$ cat src/hdl/pat_isa_pkg.sv
package pat_isa_pkg;

	localparam int I_WIDTH = 23; // one instruction word

	// ==================================================
	// i8 space, an even opcode takes the immediate
	localparam logic [3:0] OP_ORI  = 4'b0000;
	localparam logic [3:0] OP_ORR  = 4'b0001;
	localparam logic [3:0] OP_ANDI = 4'b0010;
	localparam logic [3:0] OP_ANDR = 4'b0011;
	localparam logic [3:0] OP_ADDI = 4'b0100;
	localparam logic [3:0] OP_ADDR = 4'b0101;
	localparam logic [3:0] OP_SUBI = 4'b0110;
	localparam logic [3:0] OP_SUBR = 4'b0111;
	localparam logic [3:0] OP_LDI  = 4'b1000;
	localparam logic [3:0] PREFIX  = 4'b1111; // escape into the next space

	// i3 space, same even/odd rule
	localparam logic [3:0] I3_SHLZI = 4'b0000;
	localparam logic [3:0] I3_SHLZR = 4'b0001;
	localparam logic [3:0] I3_SHLOI = 4'b0010;
	localparam logic [3:0] I3_SHLOR = 4'b0011;
	localparam logic [3:0] I3_SHRZI = 4'b0100;
	localparam logic [3:0] I3_SHRZR = 4'b0101;
	localparam logic [3:0] I3_SHROI = 4'b0110;
	localparam logic [3:0] I3_SHROR = 4'b0111;
	localparam logic [3:0] I3_OUT   = 4'b1011;

	// i0 space
	localparam logic [3:0] I0_NOT  = 4'b0000;
	localparam logic [3:0] I0_TEST = 4'b0010;
	localparam logic [3:0] I0_NOP  = 4'b0101;

	// condition field
	localparam logic [1:0] COND_Z  = 2'd0;
	localparam logic [1:0] COND_NZ = 2'd1;
	localparam logic [1:0] COND_N  = 2'd2;
	localparam logic [1:0] COND_AL = 2'd3;

	// ==================================================
	typedef struct packed {
		logic [2:0] rn;
		logic [4:0] fieldp;   // reserved
		logic [1:0] cond;
		logic       field_op; // reserved
		logic [3:0] opcode;
		logic [7:0] imm;
	} instr_i8_t;

	typedef struct packed {
		logic [2:0] rn;
		logic [4:0] fieldp;
		logic [1:0] cond;
		logic       field_op;
		logic [3:0] prefix;   // overlays the i8 opcode
		logic [3:0] op_i3;
		logic [3:0] low;      // i0 opcode, or imm3 in bits 2:0
	} instr_short_t;

	typedef union packed {
		instr_i8_t    i8;
		instr_short_t short_form;
	} instr_u;

endpackage

$ cat src/hdl/pat_dp_pkg.sv
package pat_dp_pkg;

	localparam int D_WIDTH   = 8; // accumulator and register width
	localparam int REG_ADR_W = 3;
	localparam int REG_COUNT = 8;
	localparam int ALU_OP_W  = 4;

	// ==================================================
	// alu select codes
	localparam logic [ALU_OP_W-1:0] ALU_OR     = 4'd0;
	localparam logic [ALU_OP_W-1:0] ALU_AND    = 4'd1;
	localparam logic [ALU_OP_W-1:0] ALU_ADD    = 4'd2;
	localparam logic [ALU_OP_W-1:0] ALU_SUB    = 4'd3;
	localparam logic [ALU_OP_W-1:0] ALU_NOT    = 4'd4;
	localparam logic [ALU_OP_W-1:0] ALU_PASS_B = 4'd5; // ldi

	// shift codes, handled by the shifter
	localparam logic [ALU_OP_W-1:0] ALU_SHLZ   = 4'd8;
	localparam logic [ALU_OP_W-1:0] ALU_SHLO   = 4'd9;
	localparam logic [ALU_OP_W-1:0] ALU_SHRZ   = 4'd10;
	localparam logic [ALU_OP_W-1:0] ALU_SHRO   = 4'd11;

endpackage

$ cat src/hdl/pat_shifter.sv
`timescale 1ns/1ps

module pat_shifter (
	input  logic [pat_dp_pkg::D_WIDTH-1:0]  i_a,
	input  logic [1:0]                      i_count,
	input  logic [pat_dp_pkg::ALU_OP_W-1:0] i_alu_op,
	output logic [pat_dp_pkg::D_WIDTH-1:0]  o_y
);
	import pat_dp_pkg::*;

	logic [2:0]         amount; // 1 to 4
	logic [D_WIDTH-1:0] shl_z;
	logic [D_WIDTH-1:0] shl_o;
	logic [D_WIDTH-1:0] shr_z;
	logic [D_WIDTH-1:0] shr_o;

	assign amount = {1'b0, i_count} + 3'd1;

	assign shl_z = i_a << amount;
	assign shr_z = i_a >> amount;
	// shifting the inverse brings in ones once inverted back
	assign shl_o = ~((~i_a) << amount);
	assign shr_o = ~((~i_a) >> amount);

	always_comb
	begin
		case (i_alu_op)
			ALU_SHLZ: o_y = shl_z;
			ALU_SHLO: o_y = shl_o;
			ALU_SHRZ: o_y = shr_z;
			ALU_SHRO: o_y = shr_o;
			default:  o_y = i_a; // not a shift, result unused
		endcase
	end

endmodule

$ cat src/hdl/pat_alu.sv
`timescale 1ns/1ps

module pat_alu (
	input  logic [pat_dp_pkg::D_WIDTH-1:0]  i_a,
	input  logic [pat_dp_pkg::D_WIDTH-1:0]  i_b,
	input  logic [pat_dp_pkg::ALU_OP_W-1:0] i_alu_op,
	output logic [pat_dp_pkg::D_WIDTH-1:0]  o_y
);
	import pat_dp_pkg::*;

	logic [D_WIDTH-1:0] shift_y;

	// ==================================================
	// shifter, count in the low two bits of b
	pat_shifter u_shifter (
		.i_a      (i_a),
		.i_count  (i_b[1:0]),
		.i_alu_op (i_alu_op),
		.o_y      (shift_y)
	);

	// ==================================================
	// result select
	always_comb
	begin
		case (i_alu_op)
			ALU_OR:     o_y = i_a | i_b;
			ALU_AND:    o_y = i_a & i_b;
			ALU_ADD:    o_y = i_a + i_b; // wraps modulo 256
			ALU_SUB:    o_y = i_a - i_b;
			ALU_NOT:    o_y = ~i_a;
			ALU_PASS_B: o_y = i_b;
			ALU_SHLZ,
			ALU_SHLO,
			ALU_SHRZ,
			ALU_SHRO:   o_y = shift_y;
			default:    o_y = '0;
		endcase
	end

endmodule

$ cat src/hdl/pat_reg_file.sv
`timescale 1ns/1ps

module pat_reg_file (
	input  logic                             clk,
	input  logic [pat_dp_pkg::REG_ADR_W-1:0] i_rd_adr,
	output logic [pat_dp_pkg::D_WIDTH-1:0]   o_rd_data,
	input  logic                             i_wr_en,
	input  logic [pat_dp_pkg::REG_ADR_W-1:0] i_wr_adr,
	input  logic [pat_dp_pkg::D_WIDTH-1:0]   i_wr_data
);
	import pat_dp_pkg::*;

	logic [D_WIDTH-1:0] regs [REG_COUNT];

	// ==================================================
	// read port, combinational
	// a write in the same cycle shows up only after the edge
	assign o_rd_data = regs[i_rd_adr];

	// write port
	always_ff @(posedge clk)
	begin
		if (i_wr_en)
			regs[i_wr_adr] <= i_wr_data;
	end

	// the write address comes from the previous decode, so it must be settled
	a_wr_adr_known : assert property (@(posedge clk)
		i_wr_en |-> !$isunknown(i_wr_adr));

endmodule

$ cat src/hdl/pat_decode.sv
`timescale 1ns/1ps

module pat_decode (
	input  logic                             clk,
	input  logic                             reset,
	input  pat_isa_pkg::instr_u              i_instr,
	output logic [pat_dp_pkg::REG_ADR_W-1:0] o_rd_adr,
	input  logic [pat_dp_pkg::D_WIDTH-1:0]   i_rd_data,
	input  logic                             i_fwd_valid,
	input  logic [pat_dp_pkg::REG_ADR_W-1:0] i_fwd_adr,
	input  logic [pat_dp_pkg::D_WIDTH-1:0]   i_fwd_data,
	output logic [pat_dp_pkg::ALU_OP_W-1:0]  o_alu_op,
	output logic                             o_a_is_acc,
	output logic [pat_dp_pkg::D_WIDTH-1:0]   o_operand_b,
	output logic [pat_dp_pkg::D_WIDTH-1:0]   o_reg_value,
	output logic [pat_dp_pkg::REG_ADR_W-1:0] o_rn,
	output logic [1:0]                       o_cond,
	output logic                             o_write_reg,
	output logic                             o_is_test,
	output logic                             o_is_out
);
	import pat_isa_pkg::*;
	import pat_dp_pkg::*;

	logic                is_i8;
	logic                is_i3; // i0 is whatever sits behind both prefixes
	logic [D_WIDTH-1:0]  reg_value;
	logic [D_WIDTH-1:0]  imm3_ext;
	logic [ALU_OP_W-1:0] alu_op_d;
	logic                a_is_acc_d;
	logic [D_WIDTH-1:0]  operand_b_d;
	logic                write_reg_d;
	logic                is_test_d;
	logic                is_out_d;

	// ==================================================
	// class and register read
	assign is_i8 = (i_instr.i8.opcode != PREFIX);
	assign is_i3 = (i_instr.short_form.prefix == PREFIX) && (i_instr.short_form.op_i3 != PREFIX);

	assign o_rd_adr  = i_instr.i8.rn;
	// execute commits its result at the same edge, so take it from the bypass
	assign reg_value = (i_fwd_valid && (i_fwd_adr == i_instr.i8.rn)) ? i_fwd_data : i_rd_data;
	assign imm3_ext  = {{(D_WIDTH-3){1'b0}}, i_instr.short_form.low[2:0]};

	always_comb
	begin
		alu_op_d    = ALU_OR;
		a_is_acc_d  = 1'b0;
		operand_b_d = reg_value;
		write_reg_d = 1'b0;
		is_test_d   = 1'b0;
		is_out_d    = 1'b0;
		if (is_i8)
		begin
			case (i_instr.i8.opcode)
				OP_ORI, OP_ORR:   alu_op_d = ALU_OR;
				OP_ANDI, OP_ANDR: alu_op_d = ALU_AND;
				OP_ADDI, OP_ADDR: alu_op_d = ALU_ADD;
				OP_SUBI, OP_SUBR: alu_op_d = ALU_SUB;
				default:          alu_op_d = ALU_PASS_B;
			endcase
			write_reg_d = !i_instr.i8.opcode[3] || (i_instr.i8.opcode == OP_LDI);
			if (i_instr.i8.opcode[0])
				a_is_acc_d = 1'b1; // acc op R[rn]
			else
				operand_b_d = i_instr.i8.imm; // R[rn] op imm8
		end
		else if (is_i3)
		begin
			case (i_instr.short_form.op_i3)
				I3_SHLZI, I3_SHLZR: alu_op_d = ALU_SHLZ;
				I3_SHLOI, I3_SHLOR: alu_op_d = ALU_SHLO;
				I3_SHRZI, I3_SHRZR: alu_op_d = ALU_SHRZ;
				I3_SHROI, I3_SHROR: alu_op_d = ALU_SHRO;
				default:            alu_op_d = ALU_PASS_B;
			endcase
			write_reg_d = !i_instr.short_form.op_i3[3];
			is_out_d    = (i_instr.short_form.op_i3 == I3_OUT);
			if (i_instr.short_form.op_i3[0])
				a_is_acc_d = 1'b1; // shift count from R[rn]
			else
				operand_b_d = imm3_ext;
		end
		else
		begin
			case (i_instr.short_form.low)
				I0_NOT:
				begin
					alu_op_d    = ALU_NOT;
					write_reg_d = 1'b1;
				end
				I0_TEST: is_test_d = 1'b1;
				I0_NOP:  write_reg_d = 1'b0;
				default: write_reg_d = 1'b0; // unknown i0 acts as nop
			endcase
		end
	end

	// ==================================================
	// stage register
	always_ff @(posedge clk)
	begin
		if (reset)
		begin
			o_alu_op    <= ALU_OR;
			o_a_is_acc  <= 1'b0;
			o_cond      <= COND_AL;
			o_write_reg <= 1'b0;
			o_is_test   <= 1'b0;
			o_is_out    <= 1'b0;
		end
		else
		begin
			o_alu_op    <= alu_op_d;
			o_a_is_acc  <= a_is_acc_d;
			o_cond      <= i_instr.i8.cond;
			o_write_reg <= write_reg_d;
			o_is_test   <= is_test_d;
			o_is_out    <= is_out_d;
		end
		o_operand_b <= operand_b_d;
		o_reg_value <= reg_value;
		o_rn        <= i_instr.i8.rn;
	end

	// execute sees at most one kind of commit per instruction
	a_one_class : assert property (@(posedge clk) disable iff (reset)
		$onehot0({o_write_reg, o_is_test, o_is_out}));

endmodule

$ cat src/hdl/pat_execute.sv
`timescale 1ns/1ps

module pat_execute (
	input  logic                             clk,
	input  logic                             reset,
	input  logic [pat_dp_pkg::ALU_OP_W-1:0]  i_alu_op,
	input  logic                             i_a_is_acc,
	input  logic [pat_dp_pkg::D_WIDTH-1:0]   i_operand_b,
	input  logic [pat_dp_pkg::D_WIDTH-1:0]   i_reg_value,
	input  logic [pat_dp_pkg::REG_ADR_W-1:0] i_rn,
	input  logic [1:0]                       i_cond,
	input  logic                             i_write_reg,
	input  logic                             i_is_test,
	input  logic                             i_is_out,
	output logic                             o_wr_en,
	output logic [pat_dp_pkg::REG_ADR_W-1:0] o_wr_adr,
	output logic [pat_dp_pkg::D_WIDTH-1:0]   o_wr_data,
	output logic                             o_fwd_valid,
	output logic [pat_dp_pkg::REG_ADR_W-1:0] o_fwd_adr,
	output logic [pat_dp_pkg::D_WIDTH-1:0]   o_fwd_data,
	output logic [pat_dp_pkg::D_WIDTH-1:0]   o_out_data,
	output logic                             o_out_strobe
);
	import pat_isa_pkg::*;
	import pat_dp_pkg::*;

	logic [D_WIDTH-1:0] acc;
	logic               flag_z;
	logic               flag_n;
	logic               cond_ok;
	logic               test_go;
	logic               out_go;
	logic [D_WIDTH-1:0] alu_a;
	logic [D_WIDTH-1:0] alu_y;

	// ==================================================
	// condition against flags left by earlier instructions
	always_comb
	begin
		case (i_cond)
			COND_Z:  cond_ok = flag_z;
			COND_NZ: cond_ok = !flag_z;
			COND_N:  cond_ok = flag_n;
			default: cond_ok = 1'b1; // always
		endcase
	end

	assign test_go = cond_ok && i_is_test;
	assign out_go  = cond_ok && i_is_out;

	// ==================================================
	// alu
	assign alu_a = i_a_is_acc ? acc : i_reg_value;

	pat_alu u_alu (
		.i_a      (alu_a),
		.i_b      (i_operand_b),
		.i_alu_op (i_alu_op),
		.o_y      (alu_y)
	);

	// register write lands on the commit edge while decode bypasses it
	assign o_wr_en     = cond_ok && i_write_reg;
	assign o_wr_adr    = i_rn;
	assign o_wr_data   = alu_y;
	assign o_fwd_valid = o_wr_en;
	assign o_fwd_adr   = i_rn;
	assign o_fwd_data  = alu_y;

	// ==================================================
	// commit
	always_ff @(posedge clk)
	begin
		if (reset)
		begin
			acc          <= '0;
			flag_z       <= 1'b0;
			flag_n       <= 1'b0;
			o_out_data   <= '0;
			o_out_strobe <= 1'b0;
		end
		else
		begin
			o_out_strobe <= out_go; // one cycle per out
			if (o_wr_en)
				acc <= alu_y;
			if (test_go)
			begin
				flag_z <= (i_reg_value == '0);
				flag_n <= i_reg_value[D_WIDTH-1];
			end
			if (out_go)
				o_out_data <= acc;
		end
	end

	// back to back strobes repeat the value since out never writes the accumulator
	a_strobe_pulse : assert property (@(posedge clk) disable iff (reset)
		(o_out_strobe && $past(o_out_strobe)) |-> $stable(o_out_data));

endmodule

$ cat src/hdl/pat_core.sv
`timescale 1ns/1ps

module pat_core (
	input  logic                           clk,
	input  logic                           reset,
	input  pat_isa_pkg::instr_u            i_instr,
	output logic [pat_dp_pkg::D_WIDTH-1:0] o_out_data,
	output logic                           o_out_strobe
);
	import pat_dp_pkg::*;

	// register file ports
	logic [REG_ADR_W-1:0] rd_adr;
	logic [D_WIDTH-1:0]   rd_data;
	logic                 wr_en;
	logic [REG_ADR_W-1:0] wr_adr;
	logic [D_WIDTH-1:0]   wr_data;

	// bypass from execute
	logic                 fwd_valid;
	logic [REG_ADR_W-1:0] fwd_adr;
	logic [D_WIDTH-1:0]   fwd_data;

	// stage one register
	logic [ALU_OP_W-1:0]  alu_op;
	logic                 a_is_acc;
	logic [D_WIDTH-1:0]   operand_b;
	logic [D_WIDTH-1:0]   reg_value;
	logic [REG_ADR_W-1:0] rn;
	logic [1:0]           cond;
	logic                 write_reg;
	logic                 is_test;
	logic                 is_out;

	// ==================================================
	pat_decode u_decode (
		.clk         (clk),         .reset       (reset),
		.i_instr     (i_instr),     .o_rd_adr    (rd_adr),
		.i_rd_data   (rd_data),     .i_fwd_valid (fwd_valid),
		.i_fwd_adr   (fwd_adr),     .i_fwd_data  (fwd_data),
		.o_alu_op    (alu_op),      .o_a_is_acc  (a_is_acc),
		.o_operand_b (operand_b),   .o_reg_value (reg_value),
		.o_rn        (rn),          .o_cond      (cond),
		.o_write_reg (write_reg),   .o_is_test   (is_test),
		.o_is_out    (is_out)
	);

	pat_reg_file u_reg_file (
		.clk       (clk),     .i_rd_adr  (rd_adr),
		.o_rd_data (rd_data), .i_wr_en   (wr_en),
		.i_wr_adr  (wr_adr),  .i_wr_data (wr_data)
	);

	pat_execute u_execute (
		.clk          (clk),          .reset        (reset),
		.i_alu_op     (alu_op),       .i_a_is_acc   (a_is_acc),
		.i_operand_b  (operand_b),    .i_reg_value  (reg_value),
		.i_rn         (rn),           .i_cond       (cond),
		.i_write_reg  (write_reg),    .i_is_test    (is_test),
		.i_is_out     (is_out),       .o_wr_en      (wr_en),
		.o_wr_adr     (wr_adr),       .o_wr_data    (wr_data),
		.o_fwd_valid  (fwd_valid),    .o_fwd_adr    (fwd_adr),
		.o_fwd_data   (fwd_data),     .o_out_data   (o_out_data),
		.o_out_strobe (o_out_strobe)
	);

endmodule

$ cat config.mk
export PLATFORM = sky130hd
export DESIGN_NAME = pat_core
export DESIGN_NICKNAME = d
export VERILOG_FILES = /design/src/hdl/pat_isa_pkg.sv /design/src/hdl/pat_dp_pkg.sv /design/src/hdl/pat_shifter.sv /design/src/hdl/pat_alu.sv /design/src/hdl/pat_reg_file.sv /design/src/hdl/pat_decode.sv /design/src/hdl/pat_execute.sv /design/src/hdl/pat_core.sv
export SDC_FILE = /design/constraint.sdc
export NUM_CORES = 1
export LEC_CHECK = 0
export ABC_CLOCK_PERIOD_IN_PS = 11800
export BUFFER_PORTS_ARGS = -buffer_cell sky130_fd_sc_hd__buf_2
export CAP_MARGIN = 20
export CORE_MARGIN = 2
export CORE_UTILIZATION = 50
export DETAILED_ROUTE_END_ITERATION = 10
export PLACE_DENSITY = 0.67
export SYNTH_ARGS = -nofsm -noshare
export SYNTH_HDL_FRONTEND = slang
export SYNTH_SLANG_ARGS = --single-unit
export TNS_END_PERCENT = 10
$ cat constraint.sdc
create_clock -name clk -period 11.8 [get_ports clk]
set_clock_uncertainty 0.05 [all_clocks]
set_input_delay 1.77 -clock clk [delete_from_list [all_inputs] [get_ports clk]]
set_output_delay 1.77 -clock clk [all_outputs]
set_load 0.005 [all_outputs]
==> results_dict.tcl <==
set metrics [dict create \
    postCtsSetupBuffers 0 \
    min_path_cells 2 \
    drive_gt1_share_pct 19.1 \
    yosysWarnings 0 \
    core_area_um2 11500 \
    insertion_delay_ps 340 \
    status "completed" \
    largest_reg_flops 64 \
    fin_nets 562 \
    h-tree-depth 3 \
    ctsResizeCount 0 \
    maxCapViolCount 0 \
    r2r_start "u_decode.o_operand_b[1]" \
    tightest_slew_ps 1070 \
    clock-root-buffer "clkbuf_16" \
    slowest_stage "a2111oi_0" \
    grt_pass1_wl_um 22500 \
    drc 0 \
    p_leak_nw 2.40 \
    worstSetupPathType "register to register" \
    yosysTopAreaCell "edfxtp_1" \
    crit_arrival_ps 4810 \
    start_kind "register" \
    dieArea_um2 12800 \
    cp_max_fo 19 \
    syn_nets 547 \
    die_width_um 113 \
    r2r-end "u_reg_file.regs[5][7]" \
    crit_chain "inv_1, ha_1, mux2i_1, ha_1, nor2b_1, o31a_1, o22ai_1, xnor2_1, a2111oi_0, inv_1" \
    totalWireLength_um 14300 \
    viasPerCell 6.33 \
    finalSetupTns_ps 0 \
    fin_util_pct 56.6 \
    vias 4252 \
    fillers 962 \
    synth_cell_types 64 \
    cts_tree "yes" \
    hp-start "u_execute.flag_z" \
    yosysTopAreaCellShare_pct 32.3 \
    rsz0062_at_grt "false" \
    antennaDiodeCount 0 \
    synth_top_flop_cell "edfxtp_1" \
    globalplace.congestion 0.891 \
    grt_start_max_net_pins 30 \
    netlist_instances 509 \
    p_per_area_nw_per_um2 146 \
    seq_area_frac_synth_pct 48.5 \
    netlist_top_cells_area "edfxtp_1 (32%), dfxtp_1 (16%), mux4_2 (8.0%)" \
    synthArstFlopShare_pct 0 \
    area_growth_pct 9.75 \
    cts_hold_buf 0 \
    synth_seq_cells 112 \
    slew_headroom_pct 26.7 \
    io_pins 34 \
    syn_area_per_cell_um2 11.7 \
    worstHoldEndpoint "u_execute.flag_z" \
    clk_pin_slew_ps 70 \
    post-dp-hpwl_um 10200 \
    ant_nets 0 \
    rrSetupSlack_ps 6930 \
    fin_crit_sh_pct 41.3 \
    synthesis.area_um2 5940 \
    drtIter0Drc 441 \
    ir_worst_vdd_mv 0.112 \
    max_stage_delay_ps 970 \
    firstDrtPassIters 5 \
    rows 39 \
    start_util_pct 51.6 \
    final_cell_mix "edfxtp_1 (64), dfxtp_1 (48), nor2_1 (45), nand2_1 (28), buf_2 (27)" \
    grt_usage_pct 23.2 \
    chipHeight_um 113 \
    cts.sinks 112 \
    setup_viol 0 \
    hold_viol_final 0 \
    endpoint_kind "register" \
    slew_viol_final 0 \
    drt-wirelength-per-cell_um 21.3 \
    mostFrequentLayoutCell "edfxtp_1" \
    antenna_found_initial 0 \
    io_buffer_count 27 \
    hold_ws_ps 429 \
    synth-edff-count 64 \
    grt_pass1_vias 4120 \
    holdCritPathClass "register to register" \
    critical_path_required_ps 11740 \
    reg2regPathDepth 10 \
    cts_max_path_buffers 2 \
    regMostFlops "u_reg_file.regs" \
    cts_made_buffers 9 \
    grt_overflow_total 0 \
    period_needed_ps 4870 \
    max_freq_mhz 205 \
]
==> worst max-delay path, delay by kind of cell (launching register included) <==
family | cells | cell delay [ps]
AND/OR/NAND/NOR | 1 | 140
buffers and inverters | 2 | 620
multiplexers | 1 | 250
adder cells (fa/ha/maj) | 2 | 1140
AO/OA/AOI/OAI | 3 | 1470
XOR/XNOR | 1 | 170
flip-flops | 1 | 690
==> power by group <==
| part | leakage (nW) | total (W) | internal [W] | switching, W |
|---|---|---|---|---|
| sequential | 0.977 | 0.000462 | 0.000439 | 0.0000227 |
| combinational | 1.28 | 0.000192 | 0.0000814 | 0.000110 |
| clock | 0.147 | 0.000296 | 0.000169 | 0.000127 |
==> synth_stat cells (2+ instances only) <==
master and count:
edfxtp_1 64, dfxtp_1 48, nor2_1 45, nand2_1 28, clkbuf_1 26, a21oi_1 25, mux4_2 21, inv_1 18
mux2i_1 18, mux2_2 16, nor3_1 14, a211oi_1 12, ha_1 12, xnor2_1 11, o21ai_0 10, nand2b_1 9
nor4_1 9, mux4_1 8, nand3_1 7, nor2b_1 7, a21o_1 6, nand4_1 6, nor3b_1 6, o21a_1 6
buf_2 5, a211o_1 4, o211ai_1 4, o22ai_1 4, or2_2 4, a32oi_1 3, and2_1 3, nor4b_1 3
o221ai_1 3, o32ai_1 3, xor2_1 3, a2111oi_0 2, a22oi_1 2, a311o_1 2, and3_1 2, buf_1 2
o2111ai_1 2, o311ai_0 2, o31ai_1 2, or4_1 2
==> area by class of cell <==
cell class | count | area [um^2] | share of cell area (%)
Clock inverter | 2 | 11.3 | 0.173
Tap cell | 143 | 179 | 2.74
Clock buffer | 14 | 287 | 4.39
Sequential cell | 112 | 2880 | 44.2
Multi-Input combinational cell | 345 | 2880 | 44.1
Inverter | 18 | 67.6 | 1.04
Timing Repair Buffer | 38 | 215 | 3.30
==> per-stage QoR <==
step | std cells | cell area, um^2 | total power, W | setup slack (ps)
detailed placement | 655 | 6220 | 0.000659 | 6950
CTS | 671 | 6520 | 0.000952 | 6920
global route | 672 | 6520 | 0.000988 | 6740
finish | 672 | 6520 | 0.000950 | 6930
floorplan | 509 | 5940 | 0.000603 | 7900
global placement | 655 | 6220 | 0.000654 | 7000
==> cell families (layout without fill, tap and decap cells) <==
family / after synthesis / in the layout / synth area share (%)
AO/OA/AOI/OAI: 103 / 103 / 12.2
XOR/XNOR: 14 / 14 / 2.06
adder cells (fa/ha/maj): 13 / 13 / 2.86
buffers and inverters: 52 / 72 / 3.52
flip-flops: 112 / 112 / 48.5
multiplexers: 64 / 64 / 17.8
AND/OR/NAND/NOR: 151 / 151 / 13.0
==> worst max path at each step <==
stage	cells past startpoint	startpoint	to	slack, ps
after floorplan	13	u_decode.o_operand_b[0]	u_decode.o_operand_b[2]	7900
after detailed placement	9	u_decode.o_alu_op[0]	u_reg_file.regs[2][7]	6950
after CTS	9	u_decode.o_alu_op[0]	u_reg_file.regs[6][7]	6920
after global routing	10	u_decode.o_operand_b[1]	u_reg_file.regs[4][7]	6740
final	10	u_decode.o_operand_b[1]	u_reg_file.regs[5][7]	6930
after global placement	9	u_decode.o_alu_op[0]	u_reg_file.regs[2][7]	7000
==> routing by layer <==
metal / global-route usage, % / up-vias / part of all wire [%]
met2: 38.5 / 157 / 50
met4: 9.84 / 0 / 3.1
met5: 0 / - / 0
li1: - / 1997 / -
met3: 3.37 / 28 / 5.6
met1: 30.5 / 2070 / 42
Power figures use the tool's default switching activity.
